`config.mk`:
```
export PLATFORM = sky130hd
export DESIGN_NAME = debug_monitor_top
export DESIGN_NICKNAME = d
export VERILOG_FILES = /design/src/dbg_cfg_pkg.sv /design/src/dbg_types_pkg.sv /design/src/debug_monitor_top.sv /design/src/debug_regs.sv /design/src/debug_streamer.sv /design/src/uart_rx.sv /design/src/uart_tx.sv
export SDC_FILE = /design/constraint.sdc
export NUM_CORES = 1
export LEC_CHECK = 0
export ABC_AREA = 1
export BUFFER_PORTS_ARGS = -buffer_cell sky130_fd_sc_hd__buf_2
export CORE_MARGIN = 1.5
export CORE_UTILIZATION = 52
export DETAILED_ROUTE_END_ITERATION = 7
export GPL_TIMING_DRIVEN = 0
export PLACE_DENSITY = 0.76
export SETUP_SLACK_MARGIN = 0.02
export SLEW_MARGIN = 10
export SYNTH_ARGS = -nofsm -noshare
export SYNTH_HDL_FRONTEND = slang
export SYNTH_SLANG_ARGS = --single-unit
```
`constraint.sdc`:
```
create_clock -name clk_in -period 2.7 [get_ports clk_in]
set_clock_uncertainty 0.15 [all_clocks]
set_input_delay 0.54 -clock clk_in [delete_from_list [all_inputs] [get_ports clk_in]]
set_output_delay 0.54 -clock clk_in [all_outputs]
set_load 0.02 [all_outputs]
```
`src/dbg_cfg_pkg.sv`:
```
`default_nettype none

package dbg_cfg_pkg;

    // observed word, sent most significant byte first
    localparam int DATA_WIDTH = 32;
    localparam int BYTES_PER_WORD = DATA_WIDTH / 8;

    // byte index runs one past the word to cover the newline
    localparam int BYTE_IDX_WIDTH = $clog2(BYTES_PER_WORD + 1);
    localparam logic [BYTE_IDX_WIDTH-1:0] LAST_BYTE_IDX = BYTE_IDX_WIDTH'(BYTES_PER_WORD);

    // uart bit time in clocks, short for simulation (silicon uses 191)
    localparam int TICKS_PER_BIT = 16;
    localparam int TICK_WIDTH = $clog2(TICKS_PER_BIT);
    localparam logic [TICK_WIDTH-1:0] TICK_LAST = TICK_WIDTH'(TICKS_PER_BIT - 1);
    // receiver checks the start bit halfway in
    localparam logic [TICK_WIDTH-1:0] TICK_HALF = TICK_WIDTH'(TICKS_PER_BIT / 2 - 1);

    // snapshot interval
    localparam int PERIOD_WIDTH = 24;
    localparam logic [PERIOD_WIDTH-1:0] PERIOD_RESET = 24'd2000;
    localparam logic [PERIOD_WIDTH-1:0] PERIOD_MIN = 24'd16;

    // frame terminator
    localparam logic [7:0] NEWLINE = 8'h0A;

endpackage

`default_nettype wire
```
`src/dbg_types_pkg.sv`:
```
`default_nettype none

package dbg_types_pkg;

    // uart payload
    typedef logic [7:0] byte_t;

    // word under observation
    typedef logic [dbg_cfg_pkg::DATA_WIDTH-1:0] word_t;

    // snapshot interval count
    typedef logic [dbg_cfg_pkg::PERIOD_WIDTH-1:0] period_t;

    // apb register offset and bus word
    typedef logic [3:0] apb_addr_t;
    typedef logic [31:0] apb_data_t;

    // frame serializer states
    typedef enum logic [1:0] {
        S_IDLE,
        S_LOAD,
        S_SEND,
        S_WAIT
    } stream_state_t;

    // shared by transmitter and receiver
    typedef enum logic [1:0] {
        U_IDLE,
        U_START,
        U_DATA,
        U_STOP
    } uart_state_t;

    // register map
    localparam apb_addr_t REG_CTRL = 4'h0;
    localparam apb_addr_t REG_PERIOD = 4'h4;
    // bits 7..0 command, bit 8 valid
    localparam apb_addr_t REG_RXDATA = 4'h8;
    // bit 0 streamer busy, bit 1 overrun
    localparam apb_addr_t REG_STATUS = 4'hC;

endpackage

`default_nettype wire

```
`src/debug_monitor_top.sv`:
```
`timescale 1ns/1ps
`default_nettype none

module debug_monitor_top (
    input  wire                             clk_in,
    input  wire                             reset,
    input  wire                             i_psel,
    input  wire                             i_penable,
    input  wire                             i_pwrite,
    input  wire dbg_types_pkg::apb_addr_t   i_paddr,
    input  wire dbg_types_pkg::apb_data_t   i_pwdata,
    output dbg_types_pkg::apb_data_t        o_prdata,
    output logic                            o_pready,
    output logic                            o_pslverr,
    input  wire dbg_types_pkg::word_t       i_data,
    input  wire                             i_rx,
    output logic                            o_tx,
    output logic                            o_busy
);

    logic enable;
    dbg_types_pkg::period_t period;
    logic tx_start;
    dbg_types_pkg::byte_t tx_data;
    logic tx_busy;
    dbg_types_pkg::byte_t rx_data;
    logic rx_valid;

    debug_regs u_regs (
        .clk_in     (clk_in),
        .reset      (reset),
        .i_psel     (i_psel),
        .i_penable  (i_penable),
        .i_pwrite   (i_pwrite),
        .i_paddr    (i_paddr),
        .i_pwdata   (i_pwdata),
        .o_prdata   (o_prdata),
        .o_pready   (o_pready),
        .o_pslverr  (o_pslverr),
        .i_rx_data  (rx_data),
        .i_rx_valid (rx_valid),
        .i_busy     (o_busy),
        .o_enable   (enable),
        .o_period   (period)
    );

    debug_streamer u_streamer (
        .clk_in     (clk_in),
        .reset      (reset),
        .i_enable   (enable),
        .i_period   (period),
        .i_data     (i_data),
        .i_tx_busy  (tx_busy),
        .o_tx_start (tx_start),
        .o_tx_data  (tx_data),
        .o_busy     (o_busy)
    );

    uart_tx u_tx (
        .clk_in  (clk_in),
        .reset   (reset),
        .i_start (tx_start),
        .i_data  (tx_data),
        .o_busy  (tx_busy),
        .o_tx    (o_tx)
    );

    uart_rx u_rx (
        .clk_in  (clk_in),
        .reset   (reset),
        .i_rx    (i_rx),
        .o_data  (rx_data),
        .o_valid (rx_valid)
    );

endmodule

`default_nettype wire

```
`src/debug_regs.sv`:
```
`timescale 1ns/1ps
`default_nettype none

module debug_regs (
    input  wire                             clk_in,
    input  wire                             reset,
    input  wire                             i_psel,
    input  wire                             i_penable,
    input  wire                             i_pwrite,
    input  wire dbg_types_pkg::apb_addr_t   i_paddr,
    input  wire dbg_types_pkg::apb_data_t   i_pwdata,
    output dbg_types_pkg::apb_data_t        o_prdata,
    output logic                            o_pready,
    output logic                            o_pslverr,
    input  wire dbg_types_pkg::byte_t       i_rx_data,
    input  wire                             i_rx_valid,
    input  wire                             i_busy,
    output logic                            o_enable,
    output dbg_types_pkg::period_t          o_period
);

    dbg_types_pkg::byte_t cmd_q;
    dbg_types_pkg::period_t wr_period;
    logic valid_q;
    logic overrun_q;
    logic access;
    logic addr_ok;
    logic wr_en;
    logic rd_rx;

    assign access = i_psel && i_penable;
    assign wr_en = access && i_pwrite && addr_ok;
    assign rd_rx = access && !i_pwrite && (i_paddr == dbg_types_pkg::REG_RXDATA);
    assign wr_period = i_pwdata[dbg_cfg_pkg::PERIOD_WIDTH-1:0];

    // no wait states
    assign o_pready = 1'b1;
    assign o_pslverr = access && !addr_ok;

    // read mux, unmapped offsets read as zero
    always_comb begin
        addr_ok = 1'b1;
        o_prdata = '0;
        case (i_paddr)
            dbg_types_pkg::REG_CTRL:   o_prdata = dbg_types_pkg::apb_data_t'(o_enable);
            dbg_types_pkg::REG_PERIOD: o_prdata = dbg_types_pkg::apb_data_t'(o_period);
            dbg_types_pkg::REG_RXDATA: o_prdata = dbg_types_pkg::apb_data_t'({valid_q, cmd_q});
            dbg_types_pkg::REG_STATUS: o_prdata = dbg_types_pkg::apb_data_t'({overrun_q, i_busy});
            default:                   addr_ok = 1'b0;
        endcase
    end

    always_ff @(posedge clk_in or posedge reset) begin
        if (reset) begin
            o_enable <= 1'b0;
            o_period <= dbg_cfg_pkg::PERIOD_RESET;
        end else if (wr_en) begin
            if (i_paddr == dbg_types_pkg::REG_CTRL) begin
                o_enable <= i_pwdata[0];
            end
            // too short an interval is raised to the minimum
            if (i_paddr == dbg_types_pkg::REG_PERIOD) begin
                o_period <= (wr_period < dbg_cfg_pkg::PERIOD_MIN) ?
                            dbg_cfg_pkg::PERIOD_MIN : wr_period;
            end
        end
    end

    always_ff @(posedge clk_in) begin
        if (i_rx_valid) begin
            cmd_q <= i_rx_data;
        end
    end

    // new command wins over a read in the same cycle
    always_ff @(posedge clk_in or posedge reset) begin
        if (reset) begin
            valid_q <= 1'b0;
            overrun_q <= 1'b0;
        end else if (i_rx_valid) begin
            valid_q <= 1'b1;
            overrun_q <= !rd_rx && (valid_q || overrun_q);
        end else if (rd_rx) begin
            valid_q <= 1'b0;
            overrun_q <= 1'b0;
        end
    end

    a_penable_needs_psel: assert property (
        @(posedge clk_in) disable iff (reset) !(i_penable && !i_psel)
    );

endmodule

`default_nettype wire

```
`src/debug_streamer.sv`:
```
`timescale 1ns/1ps
`default_nettype none

module debug_streamer (
    input  wire                         clk_in,
    input  wire                         reset,
    input  wire                         i_enable,
    input  wire dbg_types_pkg::period_t i_period,
    input  wire dbg_types_pkg::word_t   i_data,
    input  wire                         i_tx_busy,
    output logic                        o_tx_start,
    output dbg_types_pkg::byte_t        o_tx_data,
    output logic                        o_busy
);

    dbg_types_pkg::stream_state_t state;
    dbg_types_pkg::period_t cnt;
    dbg_types_pkg::word_t word_q;
    logic [dbg_cfg_pkg::BYTE_IDX_WIDTH-1:0] byte_idx;
    logic last_byte;
    logic snap;
    logic issue;

    assign snap = i_enable && (state == dbg_types_pkg::S_IDLE) && (cnt >= i_period);
    assign issue = (state == dbg_types_pkg::S_LOAD) && !i_tx_busy;
    // index past the word selects the newline
    assign last_byte = (byte_idx == dbg_cfg_pkg::LAST_BYTE_IDX);

    // interval counter is held at zero while disabled or sending
    always_ff @(posedge clk_in or posedge reset) begin
        if (reset) begin
            cnt <= '0;
        end else if (!i_enable || state != dbg_types_pkg::S_IDLE || snap) begin
            cnt <= '0;
        end else begin
            cnt <= cnt + 1'b1;
        end
    end

    // snapshot, then peel off the top byte each time one is issued
    always_ff @(posedge clk_in) begin
        if (snap) begin
            word_q <= i_data;
        end else if (issue) begin
            o_tx_data <= last_byte ? dbg_cfg_pkg::NEWLINE : word_q[dbg_cfg_pkg::DATA_WIDTH-1 -: 8];
            word_q <= word_q << 8;
        end
    end

    always_ff @(posedge clk_in or posedge reset) begin
        if (reset) begin
            state <= dbg_types_pkg::S_IDLE;
            byte_idx <= '0;
            o_tx_start <= 1'b0;
            o_busy <= 1'b0;
        end else begin
            case (state)
                dbg_types_pkg::S_IDLE: begin
                    if (snap) begin
                        state <= dbg_types_pkg::S_LOAD;
                        byte_idx <= '0;
                        o_busy <= 1'b1;
                    end
                end
                dbg_types_pkg::S_LOAD: begin
                    if (issue) begin
                        o_tx_start <= 1'b1;
                        state <= dbg_types_pkg::S_SEND;
                    end
                end
                dbg_types_pkg::S_SEND: begin
                    // transmitter raises busy on this edge
                    o_tx_start <= 1'b0;
                    state <= dbg_types_pkg::S_WAIT;
                end
                default: begin
                    if (!i_tx_busy) begin
                        if (last_byte) begin
                            state <= dbg_types_pkg::S_IDLE;
                            o_busy <= 1'b0;
                        end else begin
                            byte_idx <= byte_idx + 1'b1;
                            state <= dbg_types_pkg::S_LOAD;
                        end
                    end
                end
            endcase
        end
    end

    // the wait state relies on the transmitter taking the byte right away
    a_start_single_cycle: assert property (
        @(posedge clk_in) disable iff (reset) o_tx_start |=> !o_tx_start && i_tx_busy
    );

endmodule

`default_nettype wire

```
`src/uart_rx.sv`:
```
`timescale 1ns/1ps
`default_nettype none

module uart_rx (
    input  wire                         clk_in,
    input  wire                         reset,
    input  wire                         i_rx,
    output dbg_types_pkg::byte_t        o_data,
    output logic                        o_valid
);

    logic rx_meta;
    logic rx_sync;
    logic rx_prev;
    dbg_types_pkg::uart_state_t state;
    logic [dbg_cfg_pkg::TICK_WIDTH-1:0] tick_cnt;
    logic [2:0] bit_cnt;
    dbg_types_pkg::byte_t shift_q;
    logic bit_end;

    // two flop synchronizer plus one stage for edge detect
    always_ff @(posedge clk_in or posedge reset) begin
        if (reset) begin
            rx_meta <= 1'b1;
            rx_sync <= 1'b1;
            rx_prev <= 1'b1;
        end else begin
            rx_meta <= i_rx;
            rx_sync <= rx_meta;
            rx_prev <= rx_sync;
        end
    end

    // half a bit for the start check, then full bits to land mid-bit
    assign bit_end = (state == dbg_types_pkg::U_START) ?
                     (tick_cnt == dbg_cfg_pkg::TICK_HALF) :
                     (tick_cnt == dbg_cfg_pkg::TICK_LAST);

    always_ff @(posedge clk_in or posedge reset) begin
        if (reset) begin
            tick_cnt <= '0;
        end else if (state == dbg_types_pkg::U_IDLE || bit_end) begin
            tick_cnt <= '0;
        end else begin
            tick_cnt <= tick_cnt + 1'b1;
        end
    end

    // data bits arrive lsb first
    always_ff @(posedge clk_in) begin
        if (state == dbg_types_pkg::U_DATA && bit_end) begin
            shift_q <= {rx_sync, shift_q[7:1]};
        end
    end

    always_ff @(posedge clk_in) begin
        if (state == dbg_types_pkg::U_STOP && bit_end && rx_sync) begin
            o_data <= shift_q;
        end
    end

    always_ff @(posedge clk_in or posedge reset) begin
        if (reset) begin
            state <= dbg_types_pkg::U_IDLE;
            bit_cnt <= '0;
            o_valid <= 1'b0;
        end else begin
            o_valid <= 1'b0;
            case (state)
                dbg_types_pkg::U_IDLE: begin
                    if (rx_prev && !rx_sync) begin
                        state <= dbg_types_pkg::U_START;
                    end
                end
                dbg_types_pkg::U_START: begin
                    // a glitch shorter than half a bit is ignored
                    if (bit_end) begin
                        state <= rx_sync ? dbg_types_pkg::U_IDLE : dbg_types_pkg::U_DATA;
                        bit_cnt <= '0;
                    end
                end
                dbg_types_pkg::U_DATA: begin
                    if (bit_end) begin
                        bit_cnt <= bit_cnt + 1'b1;
                        if (bit_cnt == 3'd7) begin
                            state <= dbg_types_pkg::U_STOP;
                        end
                    end
                end
                default: begin
                    // framing error when the stop bit is low, byte dropped
                    if (bit_end) begin
                        state <= dbg_types_pkg::U_IDLE;
                        o_valid <= rx_sync;
                    end
                end
            endcase
        end
    end

endmodule

`default_nettype wire

```
`src/uart_tx.sv`:
```
`timescale 1ns/1ps
`default_nettype none

module uart_tx (
    input  wire                         clk_in,
    input  wire                         reset,
    input  wire                         i_start,
    input  wire dbg_types_pkg::byte_t   i_data,
    output logic                        o_busy,
    output logic                        o_tx
);

    dbg_types_pkg::uart_state_t state;
    logic [dbg_cfg_pkg::TICK_WIDTH-1:0] tick_cnt;
    logic [2:0] bit_cnt;
    dbg_types_pkg::byte_t shift_q;
    logic bit_end;

    assign bit_end = (tick_cnt == dbg_cfg_pkg::TICK_LAST);

    // tick counter restarts at every bit boundary
    always_ff @(posedge clk_in or posedge reset) begin
        if (reset) begin
            tick_cnt <= '0;
        end else if (state == dbg_types_pkg::U_IDLE || bit_end) begin
            tick_cnt <= '0;
        end else begin
            tick_cnt <= tick_cnt + 1'b1;
        end
    end

    // payload shifts out lsb first
    always_ff @(posedge clk_in) begin
        if (state == dbg_types_pkg::U_IDLE && i_start) begin
            shift_q <= i_data;
        end else if (bit_end && state != dbg_types_pkg::U_STOP) begin
            shift_q <= shift_q >> 1;
        end
    end

    always_ff @(posedge clk_in or posedge reset) begin
        if (reset) begin
            state <= dbg_types_pkg::U_IDLE;
            bit_cnt <= '0;
            o_busy <= 1'b0;
            o_tx <= 1'b1;
        end else begin
            case (state)
                dbg_types_pkg::U_IDLE: begin
                    if (i_start) begin
                        state <= dbg_types_pkg::U_START;
                        o_busy <= 1'b1;
                        o_tx <= 1'b0;
                    end
                end
                dbg_types_pkg::U_START: begin
                    if (bit_end) begin
                        state <= dbg_types_pkg::U_DATA;
                        bit_cnt <= '0;
                        o_tx <= shift_q[0];
                    end
                end
                dbg_types_pkg::U_DATA: begin
                    if (bit_end) begin
                        if (bit_cnt == 3'd7) begin
                            state <= dbg_types_pkg::U_STOP;
                            o_tx <= 1'b1;
                        end else begin
                            bit_cnt <= bit_cnt + 1'b1;
                            o_tx <= shift_q[0];
                        end
                    end
                end
                default: begin
                    // busy drops once the full stop bit is on the line
                    if (bit_end) begin
                        state <= dbg_types_pkg::U_IDLE;
                        o_busy <= 1'b0;
                    end
                end
            endcase
        end
    end

    // the streamer must wait for the previous byte to finish
    a_no_start_when_busy: assert property (
        @(posedge clk_in) disable iff (reset) !(i_start && o_busy)
    );

endmodule

`default_nettype wire

```
# --- After elaboration in Yosys (flattened, before gate mapping) ---
# Cells that the tools add are included.
classes:
  n_addsub: 6
  magnitude_cmp: 2
  n_eq_ne: 31
  muxes: 59
  n_bitwise: 3
  reduce_logical: 59
op_table:
  columns: ["cell", "n"]
  rows:
  - ["$pmux W24 S4", 1]
  - ["$mux W32", 2]
  - ["$mux W24", 2]
  - ["$mux W2", 14]
  - ["$add A24 B1 Y24 const B", 1]
  - ["$ge A24 B24 Y1", 1]
  - ["$lt A24 B5 Y1 const B", 1]
  - ["$mux W3", 8]
  - ["$reduce_bool A2 Y1", 10]
  - ["$mux W1", 18]
  - ["$pmux W2 S3", 3]
  - ["$pmux W3 S2", 3]
  - ["$eq A4 B4 Y1 const B", 4]
  - ["$logic_and A1 B1 Y1", 16]
  - ["$mux W8", 2]
  - ["$reduce_and A4 Y1", 4]
  - ["$ne A2 B1 Y1 const B", 7]
  - ["$ne A2 B2 Y1 const B", 7]
  - ["$reduce_and A5 Y1", 2]
  - ["$add A3 B1 Y3 const B", 3]
  - ["$eq A3 B3 Y1 const B", 3]
  - ["$reduce_and A3 Y1", 3]
  - ["$add A4 B1 Y4 const B", 2]
  - ["$eq A2 B2 Y1 const B", 4]
  - ["16 further kinds", 39]
totals:
  reg_bits: 154
  inputBits: 74
  output_inout_bits: 36
  elab_cells: 187

# --- Logic depth before layout (Yosys ltp) ---
# Gate-level depths: netlist (run 1).
logic_depth:
  word_depth: 6
  depth_mapped: 15
  depth_no_buf: 15

# --- By module ---
# From an unflattened synthesis (run 1), not the netlist that was laid out.
hier_totals:
  hier_cells: 888
  hier_area_um2: 7947.6
modules_own_cells:
  columns: ["module", "n_inst", "cells_each", "area_per_inst_um2", "seq_area_each_um2"]
  rows:
  - ["debug_streamer", 1, 486, 4077.7, 1976.9]
  - ["debug_regs", 1, 224, 1820.5, 923.4]
  - ["uart_rx", 1, 84, 1083.5, 809.5]
  - ["uart_tx", 1, 94, 965.9, 516.7]

# --- Worst setup path before layout (run 1) ---
# No wires, ideal clock.
synth_timing:
  path_type: "reg-to-reg"
  start: "reg u_regs.o_period[9]"
  end: "reg u_streamer.word_q[0], enable pin"
  setup_time_ns: 0.478
  arrival_time_ns: 2.237
  required_time_ns: 2.072
  path_slack_ns: -0.165
  path_stages_with_launch: 14
  n_path_buf: 1
  synth_period_minus_slack_ns: 2.865
  path_cell_list: "dfstp_2 > inv_1 > ha_1 > nand2_1 > nand2_1 > nand3_1 > nand2_1 > nand2_1 > nand2_1 > nor2_2 > nand2_2 > nand2_4 > buf_2 > nand2_1"
synth_via:
  elab_chain_cells: 3
synth_rtl:
  columns: ["element", "line", "rtl"]
  rows:
  - ["start, declared", "debug_regs.sv:19", "output dbg_types_pkg::period_t o_period"]
  - ["start signal, assigned", "debug_regs.sv:56", "o_period <= dbg_cfg_pkg::PERIOD_RESET;"]
  - ["start signal, assigned", "debug_regs.sv:63", "o_period <= (wr_period < dbg_cfg_pkg::PERIOD_MIN) ?"]
  - ["$ge A24 B24 Y1", "debug_streamer.sv:24", "assign snap = i_enable && (state == dbg_types_pkg::S_IDLE) && (cnt >= i_period);"]
  - ["$logic_and A1 B1 Y1", "debug_streamer.sv:24", null]
  - ["$reduce_bool A2 Y1 (no line)", null, null]
  - ["end signal, assigned", "debug_streamer.sv:43", "word_q <= i_data;"]
  - ["end signal, assigned", "debug_streamer.sv:46", "word_q <= word_q << 8;"]
  - ["end, declared", "debug_streamer.sv:18", "dbg_types_pkg::word_t word_q;"]
# No other way between the ends.
# A chain may end at the register's enable or synchronous reset.

# --- Worst setup path in the final report (run 1) ---
layout_timing:
  start: "in i_paddr[1]"
  end: "out o_prdata[8]"
layout_via:
  elab_chain_cells: 2
  elab_cells_between_ends: 5
  classes_between: "eq/ne (3); mux (1); reduce/logical (1)"
layout_rtl:
  columns: ["element", "line", "rtl"]
  rows:
  - ["start, declared", "debug_monitor_top.sv:10", "input wire dbg_types_pkg::apb_addr_t i_paddr,"]
  - ["$eq A4 B4 Y1 (tied with other cells)", "debug_regs.sv:44", "case (i_paddr)"]
  - ["$pmux W24 S4 (*)", "debug_regs.sv:44", null]
  - ["end, declared", "debug_monitor_top.sv:12", "output dbg_types_pkg::apb_data_t o_prdata,"]
# Mark *: on every way between the ends. The rest lies on a longest branch, timed or not.

==> flow_summary.json, run 1 <==
{
  "relSlewSlack": 0.289,
  "viasPerCell": 4.89,
  "clock-sinks": 154,
  "min_period_ps": 2550,
  "startpoint_type": "input port",
  "timing.fmax_mhz": 392,
  "dpl.hpwl_um": 10700,
  "die_height_um": 125,
  "vias": 5695,
  "fin_ws_ps": 147,
  "critPathKind": "in -> out",
  "ys_types": 40,
  "p_int_mw": 4.88,
  "drc": 0,
  "htreeDepth": 4,
  "finalMaxSlewViolations": 0,
  "worstSkewPairLatency_ps": 430,
  "cts_buffer_depth": 2,
  "port_buffers": 92,
  "fin_crit_sh": 0.945,
  "path_clk_slew_ps": 70,
  "dpl_worst_slack_ps": -290,
  "grt_pass1_wl_um": 24500,
  "post-route-util": 0.633,
  "ys_warn_count": 0,
  "grt_max_degree": 39,
  "min_path_type": "in -> reg",
  "dp_cells": 1125,
  "leakage_nw": 4.45,
  "syn_to_final_growth_pct": 19.2,
  "synth.ff_latch_count": 154,
  "path_common_cell": "buf_2",
  "clkPwrFrac": 0.324,
  "grt_usage": 0.197,
  "firstDrtPassIters": 5,
  "switching_share": 0.329,
  "grt_pass1_vias": 5290,
  "finalSetupViolations": 0,
  "antenna_found_initial": 0,
  "max-cap-violations": 0,
  "postRouteAntennaNets": 0,
  "avgSynthCellArea_um2": 9.16,
  "io_pins": 110,
  "worstPathRequired_ps": 2010,
  "slowest_delay_ps": 290,
  "clk_root_buffer_cell": "clkbuf_16",
  "synthCells": 840,
  "rsz0062_at_grt": "no",
  "coreArea_um2": 14500,
  "cp_cell_sequence": "buf_2 -> nor2_2 -> nand3_1 -> clkbuf_1 -> o21ai_0 -> buf_2",
  "fin_total_pwr_mw": 7.27,
  "drt_iter0_drc": 383,
  "syn_area_um2": 7690,
  "max-vdd-ir-drop_mv": 0.505,
  "cts_buffers": 17,
  "p_switching_mw": 2.39,
  "setup_tns_ps": 0,
  "die_area_um2": 15500,
  "gp_routability_congestion": 0.835,
  "p_per_area_nw_per_um2": 793,
  "worstMarginPinSlew_ps": 1060,
  "fin_nets": 1086,
  "power_frac_seq": 0.442,
  "die_w_um": 125,
  "cp_slowest_cell": "clkbuf_1",
  "cp.arrival_ps": 1860,
  "antenna_cells": 0,
  "routed_wl_um": 14800,
  "crit_fanout": 10,
  "p_comb_frac": 0.235,
  "rows": 44,
  "instances_no_fill": 1164,
  "ys_async_sr_fraction": 0.532,
  "wl_per_cell_um": 12.7,
  "outcome": "completed",
  "synth_edf_count": 72,
  "ys_seq_area_frac": 0.550,
  "fill_cells": 1193,
  "end_kind": "output port",
  "ys.flop_type": "edfxtp_1",
  "cts_tree": "built",
  "hold_viol": 0,
  "drive_above_1_share": 0.195,
  "grt_overflow": 0,
  "start_util": 0.531
}
-- final timing paths --
path / startpoint / endpoint / slack [ps] / cells after the start
max in group asynchronous: reset / u_regs.o_period[10] / 1150 / 5
min reg2reg: u_rx.rx_meta / u_rx.rx_sync / 210 / 0
max reg2reg: u_streamer.cnt[15] / u_streamer.word_q[19] / 170 / 12
max: i_paddr[1] / o_prdata[8] / 150 / 6
min: i_rx / u_rx.rx_meta / 50 / 1
min in group asynchronous: reset / u_rx.state[1] / 460 / 3
-- sequential cells by signal (all words and copies together), names as in the netlist, 2 cells and up --
register	cells
u_streamer.word_q	32
u_regs.o_period	24
u_streamer.cnt	24
u_regs.cmd_q	8
u_rx.o_data	8
u_rx.shift_q	8
u_streamer.o_tx_data	8
u_tx.shift_q	8
u_rx.tick_cnt	4
u_tx.tick_cnt	4
u_rx.bit_cnt	3
u_streamer.byte_idx	3
u_tx.bit_cnt	3
u_rx.state	2
u_streamer.state	2
u_tx.state	2
-- timing repair --
action                                  in CTS  in global routing
hold endpoints to repair                    10                  0
resized for setup                            7                  6
gates cloned                                 0                  1
endpoints found under the setup margin      46                 40
buffers inserted                             0                  5
hold buffers                                 1                  0
pin swaps                                    0                  6
-- cells in the mapped netlist, types with 2 or more instances --
| cell | instances | area share |
|---|---|---|
| clkbuf_1 | 7 | 0.0034 |
| nand2_2 | 3 | 0.0024 |
| nand3_1 | 32 | 0.021 |
| buf_2 | 5 | 0.0033 |
| nand4_1 | 13 | 0.011 |
| xor2_1 | 10 | 0.011 |
| nand2_1 | 217 | 0.11 |
| nand3_2 | 3 | 0.0039 |
| buf_4 | 9 | 0.0088 |
| nor2_2 | 5 | 0.0041 |
| ha_1 | 45 | 0.073 |
| dfrtp_1 | 72 | 0.23 |
| a21oi_1 | 20 | 0.013 |
| mux2_2 | 7 | 0.010 |
| or2_1 | 2 | 0.0016 |
| o21ai_0 | 55 | 0.036 |
| inv_1 | 124 | 0.061 |
| xnor2_1 | 4 | 0.0046 |
| o21a_1 | 2 | 0.0020 |
| conb_1 | 2 | 0.00098 |
| nor4_1 | 6 | 0.0049 |
| nor3_1 | 9 | 0.0059 |
| dfstp_2 | 10 | 0.034 |
| edfxtp_1 | 72 | 0.28 |
| buf_6 | 2 | 0.0029 |
| or2_2 | 3 | 0.0024 |
| nor2_1 | 88 | 0.043 |
-- cells by family after synthesis --
| kind of cell | Yosys count | synth area share |
|---|---|---|
| XOR/XNOR | 14 | 0.0159 |
| adder cells (fa/ha/maj) | 45 | 0.0732 |
| multiplexers | 7 | 0.0102 |
| buffers and inverters | 148 | 0.0800 |
| other | 2 | 0.000976 |
| AO/OA/AOI/OAI | 84 | 0.0573 |
| flip-flops | 154 | 0.550 |
| AND/OR/NAND/NOR | 386 | 0.213 |
-- through the flow --
stage	area, um^2	hold slack [ps]
after floorplan	7720	195
after global routing	9170	38.9
after global placement	8410	199
after detailed placement	8450	204
after CTS	9090	41.7
final	9170	54.6
-- layer usage --
layer	wire (um)	track usage	up-vias
met4	234	0.0764	0
met3	623	0.0408	26
li1	-	-	2947
met1	6670	0.257	2606
met5	0	0	-
met2	7240	0.324	116
-- final cells by class --
class,count,area [um^2],share of cell area
clock inverter,15,165,0.0180
inverter,125,478,0.0521
timing repair buffer,100,546,0.0595
multi-input combinational,546,2950,0.322
sequential,154,4230,0.461
buffer,23,144,0.0157
clock buffer,17,425,0.0464
tap,184,230,0.0251
-- power by group through the flow --
stage	clock [mW]	combinational, mW	sequential [mW]
floorplan	0	1.27	3.21
global route	2.49	1.98	3.26
detailed placement	0	1.67	3.26
CTS	2.38	1.70	3.21
finish	2.35	1.71	3.21
global placement	0	1.60	3.24
-- cell usage in the layout (no fill, tap or decap), types with 8 or more instances in the layout --
cell,n
conb_1,9
nor3_1,9
buf_4,14
inv_1,123
clkbuf_16,17
nand3_1,32
ha_1,44
xor2_1,10
inv_8,8
o21ai_0,55
nor2_1,86
a21oi_1,20
nand4_1,13
nand2_1,215
edfxtp_1,72
buf_2,97
dfrtp_1,71
dfstp_2,10
-- worst max-delay path: cells and delay by family --
kind	cells	cell delay (ps)
buffers and inverters	3	590
AO/OA/AOI/OAI	1	250
AND/OR/NAND/NOR	2	480
(Power assumes the default switching activity.)
==> run 2, diff against run 1 <==
--- a/config.mk
+++ b/config.mk
@@ -8,10 +8,10 @@
 export ABC_AREA = 1
 export BUFFER_PORTS_ARGS = -buffer_cell sky130_fd_sc_hd__buf_2
 export CORE_MARGIN = 1.5
-export CORE_UTILIZATION = 52
+export CORE_UTILIZATION = 62
 export DETAILED_ROUTE_END_ITERATION = 7
 export GPL_TIMING_DRIVEN = 0
-export PLACE_DENSITY = 0.76
+export PLACE_DENSITY = 0.85
 export SETUP_SLACK_MARGIN = 0.02
 export SLEW_MARGIN = 10
 export SYNTH_ARGS = -nofsm -noshare
==> constraint.sdc (replaced) <==
create_clock -name clk_in -period 3 [get_ports clk_in]
set_clock_uncertainty 0.15 [all_clocks]
set_input_delay 0.6 -clock clk_in [delete_from_list [all_inputs] [get_ports clk_in]]
set_output_delay 0.6 -clock clk_in [all_outputs]
set_load 0.02 [all_outputs]
==> run 2 against run 1 <==
Net effect: cell area fell by 2.0%; non-clock buffer count is 7 lower; count of clock-buffer cells in the layout is the same; critical path depth unchanged; worst hold slack improved by 24 ps; via count grew 2.7%; worst setup slack better by 38 ps; combinational power fell by 9.9%; clock power is 17% lower; sequential power down 9.7%; critical endpoint is now o_prdata[7].
==> flow_summary.json, run 2 (same netlist as run 1, synthesis figures left out) <==
{
  "die_area_um2": 13100,
  "firstDrtPassIters": 5,
  "grt_max_degree": 43,
  "postCtsHoldBufs": 0,
  "wl_met2_um": 7680,
  "port_buffers": 92,
  "fin_nets": 1078,
  "antenna_cells": 0,
  "htreeDepth": 4,
  "grt_usage": 0.250,
  "cts_tree": "built",
  "worstMarginPinSlew_ps": 1040,
  "slowest_delay_ps": 330,
  "dp_cells": 1108,
  "finalSetupViolations": 0,
  "postRouteAntennaNets": 0,
  "cp.arrival_ps": 2070,
  "antenna_found_initial": 0,
  "timing.fmax_mhz": 355,
  "clk_root_buffer_cell": "clkbuf_16",
  "final_common_cell": "nand2_1",
  "worstPathRequired_ps": 2250,
  "fill_cells": 864,
  "largest_reg_flops": 32,
  "rsz0062_at_grt": "no",
  "vias": 5847,
  "coreArea_um2": 12100,
  "drt_iter0_drc": 411,
  "drive_above_1_share": 0.184,
  "hold_viol": 0,
  "clock-sinks": 154,
  "finalMaxSlewViolations": 0,
  "crit_family": "buffers and inverters",
  "min_period_ps": 2820,
  "reg_top3": "u_streamer.word_q (32), u_regs.o_period (24), u_streamer.cnt (24)",
  "io_pins": 110,
  "critPathBufInv": 3,
  "final_cell_mix": "nand2_1, inv_1, buf_2",
  "cts_buffers": 17,
  "relSlewSlack": 0.298,
  "gp_routability_congestion": 0.899,
  "cts_buffer_depth": 2,
  "fin_crit_sh": 0.938,
  "leakage_nw": 4.39,
  "wl_per_cell_um": 13.2,
  "fin_total_pwr_mw": 6.40,
  "routed_wl_um": 15100,
  "start_util": 0.638,
  "viasPerCell": 5.13,
  "wl_met3_um": 599,
  "syn_to_final_growth_pct": 16.9,
  "cp_slowest_cell": "nor2_1",
  "grt_pass1_vias": 5709,
  "worstSkewPairLatency_ps": 420,
  "path_clk_slew_ps": 70,
  "min_path_type": "in -> async",
  "post-route-util": 0.745,
  "critPathKind": "in -> out",
  "top_register": "u_streamer.word_q",
  "drc": 0,
  "path_common_cell": "buf_2",
  "top_layer": "met4",
  "max-vdd-ir-drop_mv": 0.599,
  "die_w_um": 114,
  "crit_fanout": 10,
  "dpl.hpwl_um": 10900,
  "rows": 40,
  "outcome": "completed",
  "max-cap-violations": 0,
  "instances_no_fill": 1140,
  "grt_pass1_wl_um": 25200,
  "wl_met1_um": 6480,
  "end_kind": "output port",
  "startpoint_type": "input port",
  "fin_hold_ws_ps": 78.5,
  "cp_cell_sequence": "buf_2 -> nor2_1 -> nand3_2 -> clkbuf_1 -> o21ai_0 -> buf_2",
  "p_per_area_nw_per_um2": 712,
  "die_height_um": 114,
  "grt_overflow": 0
}
[run 2: changes by cell type in the layout (fill, tap and decap cells not counted), sizes merged]
cell | before | now
dlygate4sd3 | 1 | 0
inv | 134 | 129
clkinv | 4 | 8
clkinvlp | 2 | 3
buf | 115 | 109
nand2 | 222 | 221
[run 2: final timing paths]
check                                    from                    end  slack (ps)  cells after the start
max                                i_paddr[1]            o_prdata[7]         190                      6
min                                     reset        u_rx.bit_cnt[2]          80                      2
max reg2reg                u_regs.o_period[9]  u_streamer.word_q[11]         300                     13
min reg2reg                      u_rx.rx_meta           u_rx.rx_sync         210                      0
max in group asynchronous               reset    u_regs.o_period[10]        1940                      3
min in group clk_in                      i_rx           u_rx.rx_meta         120                      1
[run 2: cell type report]
| class | instances | area [um^2] | share of cell area |
|---|---|---|---|
| flip-flops and latches | 154 | 4230 | 0.470 |
| multi-input cells | 545 | 2910 | 0.324 |
| inverters | 125 | 477 | 0.0530 |
| clock inverters | 15 | 119 | 0.0132 |
| well taps | 168 | 210 | 0.0234 |
| clock buffers | 17 | 425 | 0.0473 |
| plain buffers | 23 | 141 | 0.0157 |
| repair buffers | 93 | 480 | 0.0534 |
[run 2: metrics by stage]
| step | worst slack, ps | setup TNS [ps] | cell area (um^2) |
|---|---|---|---|
| 6_report | 185 | 0 | 8990 |
| 5_1_grt | 77.7 | 0 | 8990 |
| 4_1_cts | 93.4 | 0 | 8960 |
| 3_5_place_dp | -401 | -12800 | 8410 |
| 3_3_place_gp | -850 | -73850 | 8390 |
| 2_1_floorplan | 135 | 0 | 7720 |
[run 2: power breakdown]
part,total (mW),internal [mW],switching (mW),leakage [nW]
logic,1.54,0.548,0.995,2.41
registers,2.90,2.71,0.190,1.72
clock network,1.95,1.07,0.883,0.259
[run 2: layer usage]
metal  vias to the layer above  global-route usage
li1                       2936                   -
met1                      2738               0.307
met2                       145               0.432
met3                        28              0.0540
met4                         0               0.102
met5                         -                   0
[run 2: timing repair]
action	in CTS	in global routing
pin swaps	0	0
gates resized for setup	3	4
setup buffers	0	0
endpoints found under the setup margin	40	44
==> run 3, diff against run 2 <==
--- a/config.mk
+++ b/config.mk
@@ -10,7 +10,6 @@
 export CORE_MARGIN = 1.5
 export CORE_UTILIZATION = 62
 export DETAILED_ROUTE_END_ITERATION = 7
-export GPL_TIMING_DRIVEN = 0
 export PLACE_DENSITY = 0.85
 export SETUP_SLACK_MARGIN = 0.02
 export SLEW_MARGIN = 10
==> run 3 against run 2 <==
Net effect: worst hold slack better by 45 ps; maximum frequency grew 3.3%; combinational power about the same; global-route usage fell by 0.28 points; wire length fell by 1.1%; critical path depth did not move; sequential power about the same; critical path type unchanged; largest cell class unchanged.
==> flow_summary.json, run 3 (same netlist as run 1, synthesis figures left out) <==
{
  "outcome": "completed",
  "rsz0062_at_grt": "no",
  "startpoint_type": "input port",
  "coreArea_um2": 12100,
  "reg2reg_setup_slack_ps": 410,
  "min_path_type": "in -> reg",
  "timing.fmax_mhz": 367,
  "p_switching_mw": 2.12,
  "finalSetupViolations": 0,
  "slowest_delay_ps": 380,
  "dpl_worst_slack_ps": 269,
  "routed_wl_um": 14900,
  "antenna_found_initial": 0,
  "start_util": 0.638,
  "grt_overflow": 0,
  "p_per_area_nw_per_um2": 758,
  "viasPerCell": 5.15,
  "worstPathRequired_ps": 2250,
  "crit_fanout": 14,
  "dpl.hpwl_um": 10200,
  "cts_tree": "built",
  "die_area_um2": 13100,
  "relSlewSlack": 0.316,
  "reg2reg_to": "u_streamer.o_tx_data[1]",
  "post_cts_buffers": 0,
  "power_frac_seq": 0.425,
  "die_height_um": 114,
  "drive_above_1_share": 0.177,
  "postCtsHoldBufs": 1,
  "max-vdd-ir-drop_mv": 0.495,
  "hp-start": "i_rx",
  "gp_routability_congestion": 0.880,
  "io_pins": 110,
  "clock-sinks": 154,
  "max-cap-violations": 0,
  "r2r_start": "u_regs.o_period[9]",
  "switching_share": 0.311,
  "wl_per_cell_um": 13.3,
  "fin_ws_ps": 276,
  "reg_top3": "u_streamer.word_q (32), u_regs.o_period (24), u_streamer.cnt (24)",
  "p_int_mw": 4.70,
  "clk_root_buffer_cell": "clkbuf_16",
  "top_register": "u_streamer.word_q",
  "wl_met3_um": 632,
  "cp_cell_sequence": "buf_2 -> nor2_1 -> nand3_1 -> buf_4 -> nor2_1 -> buf_2",
  "final_cell_mix": "nand2_1, inv_1, buf_2",
  "hold_depth": 1,
  "vias": 5795,
  "fin_nets": 1063,
  "cts_buffer_depth": 2,
  "worstSkewPairLatency_ps": 430,
  "rows": 40,
  "top_layer": "met4",
  "firstDrtPassIters": 5,
  "finalMaxSlewViolations": 0,
  "clkPwrFrac": 0.347,
  "hold_viol": 0,
  "placed_area_um2": 8330,
  "setup_tns_ps": 0,
  "port_buffers": 92,
  "grt_usage": 0.247,
  "final_common_cell": "nand2_1",
  "critPathKind": "in -> out",
  "post-route-util": 0.746,
  "antenna_cells": 0,
  "syn_to_final_growth_pct": 17.0,
  "worstMarginPinSlew_ps": 1020,
  "fin_total_pwr_mw": 6.82,
  "postRouteAntennaNets": 0,
  "end_kind": "output port",
  "path_clk_slew_ps": 60,
  "htreeDepth": 4,
  "fin_crit_sh": 0.908,
  "grt_pass1_vias": 5549,
  "p_comb_frac": 0.228,
  "drt_iter0_drc": 334,
  "largest_reg_flops": 32,
  "grt_max_degree": 41,
  "cts_buffers": 17,
  "cp_slowest_cell": "nand3_1",
  "wl_met2_um": 7660,
  "die_w_um": 114,
  "min_period_ps": 2720,
  "reg2reg_depth": 14,
  "wl_met1_um": 6390,
  "drc": 0,
  "cp.arrival_ps": 1970,
  "postCtsResizedCells": 0,
  "holdPathEnd": "u_rx.rx_meta",
  "grt_pass1_wl_um": 24900,
  "finalInstanceArea_um2": 8990,
  "leakage_nw": 4.40
}
-- run 3: cell types whose count changed in the layout (fill, tap and decap cells not counted), moves of 2 or more --
cell        delta
bufinv_16      +4
clkinv_4       -2
inv_8          +2
buf_4          -3
inv_6          +2
buf_2          -5
clkbuf_1       -7
buf_6          -2
clkinv_1       -2
clkinvlp_4     -3
-- run 3: critical path: cells and delay by family --
family | cells | cell delay (ps)
buf+inv | 3 | 600
simple gates | 3 | 760
-- run 3: layout make-up --
cell class / count / area (um^2)
Clock buffer: 17 / 425
Clock inverter: 15 / 226
Fill cell: 831 / 3070
Inverter: 125 / 475
Multi-Input combinational cell: 545 / 2880
Sequential cell: 154 / 4230
Tap cell: 168 / 210
Timing Repair Buffer: 101 / 556
-- run 3: layer usage --
metal	track usage	vias to the layer above
li1	-	2908
met1	0.304	2700
met2	0.433	165
met3	0.0513	22
met4	0.0908	0
met5	0	-
-- run 3: power groups by stage --
stage,clock network [mW],registers [mW],logic (mW)
6_report,2.36,2.90,1.55
5_1_grt,2.48,2.94,1.78
4_1_cts,2.39,2.90,1.56
3_5_place_dp,0,2.93,1.51
3_3_place_gp,0,2.91,1.45
2_1_floorplan,0,2.89,1.14
-- run 3: metrics by stage --
| stage | hold slack [ps] | instances |
|---|---|---|
| 2_1_floorplan | 195 | 847 |
| 3_3_place_gp | 196 | 1092 |
| 3_5_place_dp | 199 | 1092 |
| 4_1_cts | 104 | 1125 |
| 5_1_grt | 103 | 1125 |
| 6_report | 123 | 1125 |
-- run 3: how the worst max path moves through the flow --
stage | start | end | slack [ps] | depth (start not counted)
after floorplan | u_regs.o_period[9] | u_streamer.word_q[0] | 130 | 13
after global placement | i_paddr[1] | o_prdata[1] | 320 | 5
after detailed placement | i_paddr[1] | o_prdata[21] | 270 | 6
after CTS | i_paddr[1] | o_prdata[21] | 270 | 6
after global routing | i_paddr[1] | o_prdata[21] | 160 | 6
final | i_paddr[1] | o_prdata[21] | 280 | 6
